`config.mk`:
```
export PLATFORM = sky130hd
export DESIGN_NAME = ext_mem
export DESIGN_NICKNAME = d
export VERILOG_FILES = /design/src/cache_pkg.sv /design/src/mem_bus_pkg.sv /design/src/native_bus_if.sv /design/src/ext_mem.sv /design/src/l2_cache.sv /design/src/bus_merge.sv /design/src/l1_cache.sv
export SDC_FILE = /design/constraint.sdc
export NUM_CORES = 2
export LEC_CHECK = 0
export BUFFER_PORTS_ARGS = -buffer_cell sky130_fd_sc_hd__buf_2
export CAP_MARGIN = 15
export CORE_MARGIN = 1
export CORE_UTILIZATION = 25
export DETAILED_ROUTE_END_ITERATION = 6
export RECOVER_POWER = 25
export SYNTH_ARGS = -nofsm -noshare
export SYNTH_HDL_FRONTEND = slang
export SYNTH_SLANG_ARGS = --single-unit
```
`constraint.sdc`:
```
create_clock -name clk_i -period 6.82 [get_ports clk_i]
set_input_delay 2.046 -clock clk_i [delete_from_list [all_inputs] [get_ports clk_i]]
set_output_delay 2.046 -clock clk_i [all_outputs]
set_load 0.1 [all_outputs]
```
`src/cache_pkg.sv`:
```
package cache_pkg;

   // L1 geometry, one word per line
   localparam int L1_INDEX_W = 4;
   localparam int L1_LINES   = 2 ** L1_INDEX_W;

   // L2 geometry
   localparam int L2_INDEX_W = 6;
   localparam int L2_LINES   = 2 ** L2_INDEX_W;

   // L2 write buffer
   localparam int WTB_DEPTH = 4;
   localparam int WTB_PTR_W = $clog2(WTB_DEPTH);

   typedef logic [L1_INDEX_W-1:0] l1_index_t;
   typedef logic [L2_INDEX_W-1:0] l2_index_t;
   typedef logic [WTB_PTR_W-1:0]  wtb_ptr_t;

   typedef enum logic [1:0] {
      L1_IDLE,
      L1_LOOKUP,
      L1_BE_WAIT  // Waiting on back-end ack
   } l1_state_e;

   typedef enum logic [1:0] {
      L2_IDLE,
      L2_DRAIN,     // Read miss waits for empty write buffer
      L2_MEM_READ,
      L2_FILL
   } l2_state_e;

endpackage

```
`src/mem_bus_pkg.sv`:
```
package mem_bus_pkg;

   // Word-addressed buses throughout
   localparam int ADDR_W = 12;
   localparam int DATA_W = 32;
   localparam int STRB_W = DATA_W / 8;

   typedef logic [ADDR_W-1:0] addr_t;
   typedef logic [DATA_W-1:0] data_t;
   typedef logic [STRB_W-1:0] strb_t; // All zeros on a read

   // Byte lanes of new_w replace those of old_w where strb is set
   function automatic data_t merge_bytes(
      input data_t old_w,
      input data_t new_w,
      input strb_t strb
   );
      data_t res;
      res = old_w;
      for (int b = 0; b < STRB_W; b++) begin
         if (strb[b]) begin
            res[8*b +: 8] = new_w[8*b +: 8];
         end
      end
      return res;
   endfunction

endpackage
```
`src/native_bus_if.sv`:
```
`timescale 1ns/10ps

interface native_bus_if import mem_bus_pkg::*; ();

   logic  req;   // One-cycle pulse
   addr_t addr;
   data_t wdata;
   strb_t wstrb; // Zero for reads
   data_t rdata; // Valid with ack
   logic  ack;   // One-cycle pulse

   modport master (
      output req, addr, wdata, wstrb,
      input  rdata, ack
   );

   modport slave (
      input  req, addr, wdata, wstrb,
      output rdata, ack
   );

endinterface

```
`src/ext_mem.sv`:
```
`timescale 1ns/10ps

module ext_mem import mem_bus_pkg::*; (
   input  logic  clk_i,
   input  logic  rst_i,

   // Instruction port
   input  logic  i_req_i,
   input  addr_t i_addr_i,
   output data_t i_rdata_o,
   output logic  i_ack_o,

   // Data port
   input  logic  d_req_i,
   input  logic  d_ctrl_i,
   input  addr_t d_addr_i,
   input  data_t d_wdata_i,
   input  strb_t d_wstrb_i,
   output data_t d_rdata_o,
   output logic  d_ack_o,

   // External memory port
   output logic  mem_req_o,
   output addr_t mem_addr_o,
   output data_t mem_wdata_o,
   output strb_t mem_wstrb_o,
   input  data_t mem_rdata_i,
   input  logic  mem_ack_i
);

   native_bus_if icache_be ();
   native_bus_if dcache_be ();
   native_bus_if l2_fe ();

   logic invalidate;
   logic invalidate_pending;
   logic l2_invalidate;
   logic l2_wtb_empty;

   // Read-only, never invalidated
   l1_cache #(.HAS_CTRL(1'b0)) icache (
      .clk_i        (clk_i),
      .rst_i        (rst_i),
      .fe_req_i     (i_req_i),
      .fe_ctrl_i    (1'b0),
      .fe_addr_i    (i_addr_i),
      .fe_wdata_i   ('0),
      .fe_wstrb_i   ('0),
      .fe_rdata_o   (i_rdata_o),
      .fe_ack_o     (i_ack_o),
      .be           (icache_be),
      .wtb_empty_i  (1'b1),
      .invalidate_o ()
   );

   l1_cache #(.HAS_CTRL(1'b1)) dcache (
      .clk_i        (clk_i),
      .rst_i        (rst_i),
      .fe_req_i     (d_req_i),
      .fe_ctrl_i    (d_ctrl_i),
      .fe_addr_i    (d_addr_i),
      .fe_wdata_i   (d_wdata_i),
      .fe_wstrb_i   (d_wstrb_i),
      .fe_rdata_o   (d_rdata_o),
      .fe_ack_o     (d_ack_o),
      .be           (dcache_be),
      .wtb_empty_i  (l2_wtb_empty),
      .invalidate_o (invalidate)
   );

   bus_merge merge_i_d (
      .clk_i (clk_i),
      .rst_i (rst_i),
      .m0    (icache_be), // Instruction side wins ties
      .m1    (dcache_be),
      .s     (l2_fe)
   );

   // Hold the L2 invalidate until no request is on its front end
   always_ff @(posedge clk_i or posedge rst_i) begin
      if (rst_i) begin
         invalidate_pending <= 1'b0;
      end else if (invalidate) begin
         invalidate_pending <= 1'b1;
      end else if (!l2_fe.req) begin
         invalidate_pending <= 1'b0;
      end
   end

   assign l2_invalidate = invalidate_pending && !l2_fe.req;

   l2_cache l2cache (
      .clk_i        (clk_i),
      .rst_i        (rst_i),
      .fe           (l2_fe),
      .invalidate_i (l2_invalidate),
      .wtb_empty_o  (l2_wtb_empty),
      .mem_req_o    (mem_req_o),
      .mem_addr_o   (mem_addr_o),
      .mem_wdata_o  (mem_wdata_o),
      .mem_wstrb_o  (mem_wstrb_o),
      .mem_rdata_i  (mem_rdata_i),
      .mem_ack_i    (mem_ack_i)
   );

endmodule

```
`src/l2_cache.sv`:
```
`timescale 1ns/10ps

module l2_cache import mem_bus_pkg::*, cache_pkg::*; (
   input  logic        clk_i,
   input  logic        rst_i,
   native_bus_if.slave fe,
   input  logic        invalidate_i,
   output logic        wtb_empty_o,
   output logic        mem_req_o,
   output addr_t       mem_addr_o,
   output data_t       mem_wdata_o,
   output strb_t       mem_wstrb_o,
   input  data_t       mem_rdata_i,
   input  logic        mem_ack_i
);

   l2_state_e state_q;

   addr_t addr_q;
   data_t wdata_q;
   strb_t wstrb_q;
   logic  wr_pend_q; // Write waiting for buffer room
   logic  ack_q;
   data_t rdata_q;   // Also the fill word on a miss

   logic [L2_LINES-1:0]        valid_q;
   logic [ADDR_W-1:L2_INDEX_W] tag_mem  [L2_LINES];
   data_t                      data_mem [L2_LINES];

   // Write buffer FIFO
   addr_t            wtb_addr [WTB_DEPTH];
   data_t            wtb_data [WTB_DEPTH];
   strb_t            wtb_strb [WTB_DEPTH];
   wtb_ptr_t         wr_ptr_q;
   wtb_ptr_t         rd_ptr_q;
   logic [WTB_PTR_W:0] count_q;

   // Memory port, one transaction at a time
   logic  mem_req_q;
   logic  mem_busy_q;
   logic  mem_rd_q;
   addr_t mem_addr_q;
   data_t mem_wdata_q;
   strb_t mem_wstrb_q;

   l2_index_t fe_idx;
   l2_index_t q_idx;
   logic      fe_hit;
   logic      q_hit;
   logic      wtb_full;
   logic      push;
   logic      pop;
   logic      start_wr;
   logic      start_rd;

   assign fe_idx = fe.addr[L2_INDEX_W-1:0];
   assign q_idx  = addr_q[L2_INDEX_W-1:0];
   assign fe_hit = valid_q[fe_idx] && (tag_mem[fe_idx] == fe.addr[ADDR_W-1:L2_INDEX_W]);
   assign q_hit  = valid_q[q_idx] && (tag_mem[q_idx] == addr_q[ADDR_W-1:L2_INDEX_W]);

   assign wtb_empty_o = (count_q == '0);
   assign wtb_full    = (count_q == WTB_DEPTH);
   assign push        = wr_pend_q && !wtb_full;
   assign pop         = mem_ack_i && mem_busy_q && !mem_rd_q;
   assign start_wr    = !mem_busy_q && !wtb_empty_o;
   assign start_rd    = !mem_busy_q && wtb_empty_o && (state_q == L2_DRAIN);

   always_ff @(posedge clk_i or posedge rst_i) begin
      if (rst_i) begin
         state_q   <= L2_IDLE;
         wr_pend_q <= 1'b0;
         ack_q     <= 1'b0;
      end else begin
         ack_q <= 1'b0;
         unique case (state_q)
            L2_IDLE: begin
               if (push) begin
                  wr_pend_q <= 1'b0;
                  ack_q     <= 1'b1;
               end else if (fe.req && |fe.wstrb) begin
                  wr_pend_q <= 1'b1;
               end else if (fe.req && fe_hit) begin
                  ack_q <= 1'b1;
               end else if (fe.req) begin
                  state_q <= L2_DRAIN;
               end
            end
            L2_DRAIN: begin
               if (start_rd) begin
                  state_q <= L2_MEM_READ;
               end
            end
            L2_MEM_READ: begin
               if (mem_ack_i) begin
                  state_q <= L2_FILL;
               end
            end
            L2_FILL: begin
               ack_q   <= 1'b1;
               state_q <= L2_IDLE;
            end
            default: state_q <= L2_IDLE;
         endcase
      end
   end

   always_ff @(posedge clk_i) begin
      if (state_q == L2_IDLE && fe.req) begin
         addr_q  <= fe.addr;
         wdata_q <= fe.wdata;
         wstrb_q <= fe.wstrb;
      end
      if (state_q == L2_IDLE && fe.req && ~|fe.wstrb) begin
         rdata_q <= data_mem[fe_idx]; // Overwritten later on a miss
      end else if (state_q == L2_MEM_READ && mem_ack_i) begin
         rdata_q <= mem_rdata_i;
      end
   end

   always_ff @(posedge clk_i or posedge rst_i) begin
      if (rst_i) begin
         valid_q <= '0;
      end else if (invalidate_i) begin
         valid_q <= '0;
      end else if (state_q == L2_FILL) begin
         valid_q[q_idx] <= 1'b1;
      end
   end

   always_ff @(posedge clk_i) begin
      if (push && q_hit) begin
         data_mem[q_idx] <= merge_bytes(data_mem[q_idx], wdata_q, wstrb_q);
      end
      if (state_q == L2_FILL) begin
         tag_mem[q_idx]  <= addr_q[ADDR_W-1:L2_INDEX_W];
         data_mem[q_idx] <= rdata_q;
      end
      if (push) begin
         wtb_addr[wr_ptr_q] <= addr_q;
         wtb_data[wr_ptr_q] <= wdata_q;
         wtb_strb[wr_ptr_q] <= wstrb_q;
      end
   end

   always_ff @(posedge clk_i or posedge rst_i) begin
      if (rst_i) begin
         wr_ptr_q   <= '0;
         rd_ptr_q   <= '0;
         count_q    <= '0;
         mem_req_q  <= 1'b0;
         mem_busy_q <= 1'b0;
         mem_rd_q   <= 1'b0;
      end else begin
         mem_req_q <= start_wr || start_rd;
         if (push) begin
            wr_ptr_q <= wr_ptr_q + 1'b1;
         end
         if (pop) begin
            rd_ptr_q <= rd_ptr_q + 1'b1;
         end
         if (push && !pop) begin
            count_q <= count_q + 1'b1;
         end else if (pop && !push) begin
            count_q <= count_q - 1'b1;
         end
         if (start_wr || start_rd) begin
            mem_busy_q <= 1'b1;
            mem_rd_q   <= start_rd;
         end else if (mem_ack_i) begin
            mem_busy_q <= 1'b0;
         end
      end
   end

   always_ff @(posedge clk_i) begin
      if (start_rd) begin
         mem_addr_q  <= addr_q;
         mem_wdata_q <= '0;
         mem_wstrb_q <= '0;
      end else if (start_wr) begin
         mem_addr_q  <= wtb_addr[rd_ptr_q]; // Oldest entry first
         mem_wdata_q <= wtb_data[rd_ptr_q];
         mem_wstrb_q <= wtb_strb[rd_ptr_q];
      end
   end

   assign mem_req_o   = mem_req_q;
   assign mem_addr_o  = mem_addr_q;
   assign mem_wdata_o = mem_wdata_q;
   assign mem_wstrb_o = mem_wstrb_q;

   assign fe.ack   = ack_q;
   assign fe.rdata = rdata_q;

endmodule

```
`src/bus_merge.sv`:
```
`timescale 1ns/10ps

module bus_merge import mem_bus_pkg::*; (
   input  logic         clk_i,
   input  logic         rst_i,
   native_bus_if.slave  m0,
   native_bus_if.slave  m1,
   native_bus_if.master s
);

   // Requests waiting for a grant
   logic  pend0_q;
   logic  pend1_q;
   addr_t addr0_q;
   addr_t addr1_q;
   data_t wdata0_q;
   data_t wdata1_q;
   strb_t wstrb0_q;
   strb_t wstrb1_q;

   logic  busy_q; // Grant locked until slave ack
   logic  gnt_q;  // 0 selects m0
   logic  s_req_q;
   addr_t s_addr_q;
   data_t s_wdata_q;
   strb_t s_wstrb_q;

   logic want0;
   logic want1;
   logic grant0;
   logic grant1;

   assign want0  = m0.req || pend0_q;
   assign want1  = m1.req || pend1_q;
   assign grant0 = !busy_q && want0;
   assign grant1 = !busy_q && !want0 && want1; // m0 has priority

   always_ff @(posedge clk_i) begin
      if (m0.req) begin
         addr0_q  <= m0.addr;
         wdata0_q <= m0.wdata;
         wstrb0_q <= m0.wstrb;
      end
      if (m1.req) begin
         addr1_q  <= m1.addr;
         wdata1_q <= m1.wdata;
         wstrb1_q <= m1.wstrb;
      end
      if (grant0) begin
         s_addr_q  <= m0.req ? m0.addr : addr0_q;
         s_wdata_q <= m0.req ? m0.wdata : wdata0_q;
         s_wstrb_q <= m0.req ? m0.wstrb : wstrb0_q;
      end else if (grant1) begin
         s_addr_q  <= m1.req ? m1.addr : addr1_q;
         s_wdata_q <= m1.req ? m1.wdata : wdata1_q;
         s_wstrb_q <= m1.req ? m1.wstrb : wstrb1_q;
      end
   end

   always_ff @(posedge clk_i or posedge rst_i) begin
      if (rst_i) begin
         pend0_q <= 1'b0;
         pend1_q <= 1'b0;
         busy_q  <= 1'b0;
         gnt_q   <= 1'b0;
         s_req_q <= 1'b0;
      end else begin
         s_req_q <= grant0 || grant1;
         pend0_q <= want0 && !grant0;
         pend1_q <= want1 && !grant1;
         if (grant0 || grant1) begin
            busy_q <= 1'b1;
            gnt_q  <= grant1;
         end else if (s.ack) begin
            busy_q <= 1'b0;
         end
      end
   end

   assign s.req   = s_req_q;
   assign s.addr  = s_addr_q;
   assign s.wdata = s_wdata_q;
   assign s.wstrb = s_wstrb_q;

   assign m0.ack   = busy_q && !gnt_q && s.ack;
   assign m1.ack   = busy_q && gnt_q && s.ack;
   assign m0.rdata = gnt_q ? '0 : s.rdata;
   assign m1.rdata = gnt_q ? s.rdata : '0;

endmodule

```
`src/l1_cache.sv`:
```
`timescale 1ns/10ps

module l1_cache import mem_bus_pkg::*, cache_pkg::*; #(
   parameter bit HAS_CTRL = 1'b0
) (
   input  logic         clk_i,
   input  logic         rst_i,
   input  logic         fe_req_i,
   input  logic         fe_ctrl_i,
   input  addr_t        fe_addr_i,
   input  data_t        fe_wdata_i,
   input  strb_t        fe_wstrb_i,
   output data_t        fe_rdata_o,
   output logic         fe_ack_o,
   native_bus_if.master be,
   input  logic         wtb_empty_i,
   output logic         invalidate_o
);

   l1_state_e state_q;

   // Request held from capture until ack
   addr_t addr_q;
   data_t wdata_q;
   strb_t wstrb_q;
   logic  ctrl_q;

   logic [L1_LINES-1:0]         valid_q;
   logic [ADDR_W-1:L1_INDEX_W]  tag_mem  [L1_LINES];
   data_t                       data_mem [L1_LINES];

   l1_index_t idx;
   logic      is_write;
   logic      hit;
   logic      local_ack; // Answered without the back end
   logic      be_done;

   assign idx      = addr_q[L1_INDEX_W-1:0];
   assign is_write = |wstrb_q;
   assign hit      = valid_q[idx] && (tag_mem[idx] == addr_q[ADDR_W-1:L1_INDEX_W]);

   // Control accesses and read hits finish in the lookup cycle
   assign local_ack = (state_q == L1_LOOKUP) && (ctrl_q || (hit && !is_write));
   assign be_done   = (state_q == L1_BE_WAIT) && be.ack;

   assign fe_ack_o = local_ack || be_done;

   always_comb begin
      if (ctrl_q) begin
         fe_rdata_o = {{(DATA_W-1){1'b0}}, wtb_empty_i}; // Status in bit 0
      end else if (state_q == L1_BE_WAIT) begin
         fe_rdata_o = be.rdata;
      end else begin
         fe_rdata_o = data_mem[idx];
      end
   end

   assign invalidate_o = (state_q == L1_LOOKUP) && ctrl_q && is_write;

   // Misses and all writes go to the back end
   assign be.req   = (state_q == L1_LOOKUP) && !local_ack;
   assign be.addr  = addr_q;
   assign be.wdata = wdata_q;
   assign be.wstrb = wstrb_q;

   always_ff @(posedge clk_i or posedge rst_i) begin
      if (rst_i) begin
         state_q <= L1_IDLE;
         ctrl_q  <= 1'b0;
      end else begin
         unique case (state_q)
            L1_IDLE: begin
               if (fe_req_i) begin
                  state_q <= L1_LOOKUP;
                  ctrl_q  <= HAS_CTRL && fe_ctrl_i;
               end
            end
            L1_LOOKUP: begin
               state_q <= local_ack ? L1_IDLE : L1_BE_WAIT;
            end
            L1_BE_WAIT: begin
               if (be.ack) begin
                  state_q <= L1_IDLE;
               end
            end
            default: state_q <= L1_IDLE;
         endcase
      end
   end

   always_ff @(posedge clk_i) begin
      if (state_q == L1_IDLE && fe_req_i) begin
         addr_q  <= fe_addr_i;
         wdata_q <= fe_wdata_i;
         wstrb_q <= fe_wstrb_i;
      end
   end

   always_ff @(posedge clk_i or posedge rst_i) begin
      if (rst_i) begin
         valid_q <= '0;
      end else if (invalidate_o) begin
         valid_q <= '0;
      end else if (be_done && !is_write) begin
         valid_q[idx] <= 1'b1;
      end
   end

   always_ff @(posedge clk_i) begin
      // Write hit keeps the line current, no allocate on write miss
      if (state_q == L1_LOOKUP && !ctrl_q && is_write && hit) begin
         data_mem[idx] <= merge_bytes(data_mem[idx], wdata_q, wstrb_q);
      end
      if (be_done && !is_write) begin
         tag_mem[idx]  <= addr_q[ADDR_W-1:L1_INDEX_W];
         data_mem[idx] <= be.rdata;
      end
   end

endmodule

```
==> metrics.md <==
| Metric | Value |
|---|---|
| Status | `complete, but fails checks` |
| Failing checks | `design-rule violations, max-capacitance violations, max-slew violations` |
| #FFs+latches synth | `approximately 4400` |
| Vias | `87500` |
| Die X | `834 um` |
| Combinational group share of total power | `29.4%` |
| YS warnings | `0` |
| Internal Pwr Total | `0.0553 W` |
| Endpoint of the worst setup timing path | `i_rdata_o[2]` |
| Post-synth top area cell | `edfxtp_1` |
| Relative slew slack | `-150%` |
| Final Hold Viols | `0` |
| Slew Limit Fails | `1423` |
| Sw frac | `between 30 and 40%` |
| Setup Skew | `78.1 ps` |
| Final setup margin | `230 ps` |
| Post-Layout Inst Area | `202000 um2` |
| Synth cell types | `66` |
| Rows | `305` |
| Length in cells of the worst reg-to-reg path | `3` |
| End-of-flow core utilization | `29.4%` |
| Register share of total power | `41.6%` |
| Die Height | `approximately 830 um` |
| Die area | `695000 um2` |
| Antenna-violating nets left | `0` |
| Number of remaining DRC errors | `between 50 and 60` |
| Reg2reg end | `l2cache.data_mem[5][17]` |
| Count leader, synth | `edfxtp_1` |
| Maximum fanout count along the critical path | `52` |
| Drt wl/cell | `around 28 um` |
| Final WL | `approximately 500000 um` |
| IO Count | `~210` |
| Initial Util | `25.1%` |
| NumNets Final | `8762` |
| DRT iter0 DRCs | `11000` |
| GRT Overall Usage | `14.0%` |
| Cell count after synthesis | `7944` |
| Share of cells above drive strength 1 | `32.8%` |
| RR Startpoint | `l2cache.state_q[1]` |
| Maximum VDD drop | `0.426 mV` |
| Layout area overhead | `17.1%` |
| Clock Path Buffers | `4` |
| HP Class | `reg2reg` |
| Post-synth top area share | `71.3%` |
| Seq/Total Area, Yosys | `74.8%` |
| CTS tree | `done` |
| Post-synth ARST share | `2.76%` |
| Placed instance area | `188000 um2` |
| Vias per cell | `4.78` |
| Gpl congestion | `0.902` |
| CP Class | `reg2out` |
| Crit path launch type | `flip-flop` |
| Fill count | `66900` |
| Vias in the first global route | `~86000` |
| Crit. End Element | `output pin` |
| R2R setup slack | `560 ps` |
| Clock share of power | `28.9%` |
| Period utilization | `96.6%` |
| CTS Buf Count | `442` |
| Max Cap Viol | `27` |
| Unrepaired setup endpoints after global routing | `false` |
| Post-synthesis net count | `8053` |
| CTS Root Cell | `clkbuf_16` |
| Pre-CTS setup slack | `1070 ps` |
| Remaining Overflow, GRT | `0` |
| Core Box Area | `689000 um2` |
| PwrDens | `406 nW/um2` |
| Initial antenna violation count | `64` |
| Post-synth EDFFs | `4104` |
| DP Wirelength | `~320000 um` |
| FMAX | `152 MHz` |
| Post-Synthesis Cell Area | `173000 um2` |
| Critical path arrival | `4540 ps` |
| Ys flop type | `edfxtp_1` |
| Post-route setup TNS | `0 ps` |
| Setup Viol. Count Final | `0` |
| TritonRoute pass-1 iters | `7` |
| Top cells by area, synth | `edfxtp_1, mux4_2, dfxtp_1` |
| Slew @ Worst Pin | `3760 ps` |
| I/O Buffers | `212` |
| CTS Sinks | `4377` |
| Critical path required time | `4770 ps` |
| Top cells by count, synth | `edfxtp_1, mux4_2, o21ai_0` |
| Final Total Pwr | `0.0822 W` |
| Post-Syn Area per Cell | `21.8 um2` |
| Critical path origin | `merge_i_d.gnt_q` |
| Hold-fix buffers, CTS | `0` |
| Max H-tree Level | `5` |
| First-pass GRT wire length | `696000 um` |
| Min Tclk post-route | `6590 ps` |
| Leakage power | `63.7 nW` |
| Sw power | `0.0270 W` |
| Largest net degree at the start of global routing | `129` |
| Worst-skew pair later-pin latency | `roughly 1000 ps` |
| Clk pin slew, worst setup/hold paths | `~60 ps` |
-- logic make-up (layout without fill, tap and decap cells) --
group | Yosys count | in the layout | synth area share [%]
buf+inv | 565 | 1636 | 1.29
flops | 4377 | 4377 | 74.8
simple gates | 672 | 672 | 1.89
other cells | 0 | 83 | 0
mux | 1708 | 1708 | 19.8
xor+xnor | 30 | 30 | 0.152
fa+ha+maj | 11 | 11 | 0.0840
compound gates | 581 | 581 | 1.93
-- how the worst min path moves through the flow --
stage	start	endpoint	cells past startpoint
floorplan	merge_i_d.s.wdata[0]	l2cache.wdata_q[0]	0
global placement	merge_i_d.s.wdata[13]	l2cache.wdata_q[13]	0
detailed placement	merge_i_d.s.wdata[11]	l2cache.wdata_q[11]	0
CTS	merge_i_d.s.wdata[16]	l2cache.wdata_q[16]	0
global route	merge_i_d.s.wdata[16]	l2cache.wdata_q[16]	0
finish	merge_i_d.s.wdata[11]	l2cache.wdata_q[11]	0
-- registers in the layout, summed over array words and instances (netlist names), 48 cells and up, named ones only --
register          cells
dcache.data_mem     512
dcache.tag_mem      128
icache.data_mem     512
icache.tag_mem      128
l2cache.data_mem   2048
l2cache.tag_mem     384
l2cache.valid_q      64
l2cache.wtb_addr     48
l2cache.wtb_data    128
-- power by group through the flow --
stage	sequential [W]	combinational, W	clock, W
finish	0.0342	0.0242	0.0238
global route	0.0343	0.0253	0.0251
CTS	0.0342	0.0244	0.0242
detailed placement	0.0347	0.0244	0
global placement	0.0347	0.0242	0
floorplan	0.0346	0.0158	0
-- metrics by stage --
| stage | instances | hold slack (ps) |
|---|---|---|
| 6_report | 18300 | 419 |
| 5_1_grt | 18300 | 418 |
| 4_1_cts | 18200 | 417 |
| 3_5_place_dp | 17400 | 405 |
| 3_3_place_gp | 17400 | 401 |
| 2_1_floorplan | 7944 | 400 |
-- critical path, cell delays in order (launching register included) --
cell and delay (ps):
dfrtp_4 990, clkbuf_1 1350, nor2b_1 200, buf_4 310
mux2_2 350, buf_2 310
-- repair_timing --
action,in CTS,in global routing
buffers inserted,0,2
endpoints found under the setup margin,2,2
pin swaps,0,0
gates cloned,0,0
gates resized for setup,2,1
-- area by class of cell --
class | instances | area [um2] | share of cell area [%]
flip-flops and latches | 4377 | 129000 | 63.9
multi-input cells | 3002 | 41700 | 20.6
clock buffers | 566 | 11800 | 5.84
well taps | 9210 | 11500 | 5.69
repair buffers | 747 | 5250 | 2.59
clock inverters | 240 | 2290 | 1.13
inverters | 83 | 323 | 0.159
diodes | 83 | 208 | 0.103
-- cell usage in the layout, fill, tap and decap left out, types with 12 or more instances in the layout --
master | netlist | layout
clkinv_2 | 0 | 88
nand2b_1 | 16 | 12
or2_2 | 19 | 19
a22oi_1 | 19 | 19
nand2_1 | 251 | 249
nand3_1 | 143 | 143
diode_2 | 0 | 83
xor2_1 | 12 | 12
clkinv_1 | 0 | 81
nor2b_1 | 49 | 47
o21ai_1 | 1 | 108
mux2_2 | 224 | 214
dfrtp_1 | 121 | 118
buf_4 | 4 | 455
bufinv_16 | 0 | 30
xnor2_1 | 18 | 18
buf_12 | 0 | 28
mux2i_1 | 131 | 131
dfxtp_1 | 152 | 137
mux4_2 | 1353 | 1353
inv_1 | 81 | 78
clkbuf_1 | 285 | 180
edfxtp_1 | 4104 | 4104
clkbuf_16 | 0 | 450
nor2_4 | 0 | 24
and2_1 | 42 | 38
nor2_1 | 68 | 44
o21ai_0 | 322 | 214
o21a_1 | 82 | 82
nor3_1 | 31 | 21
dfxtp_4 | 0 | 14
buf_2 | 47 | 179
a21oi_1 | 94 | 94
clkbuf_8 | 0 | 13
-- per-layer routing --
layer  GRT usage [%]  vias up  wire length, um  share of wire (%)
met3            3.38      905            45300                9.0
met4            4.66       16            17600                3.5
met5           0.102        -              201              0.040
met1            18.4    47400           199000                 40
met2            22.7     4274           241000                 48
li1                -    34900                -                  -
Power figures use the tool's default switching activity.
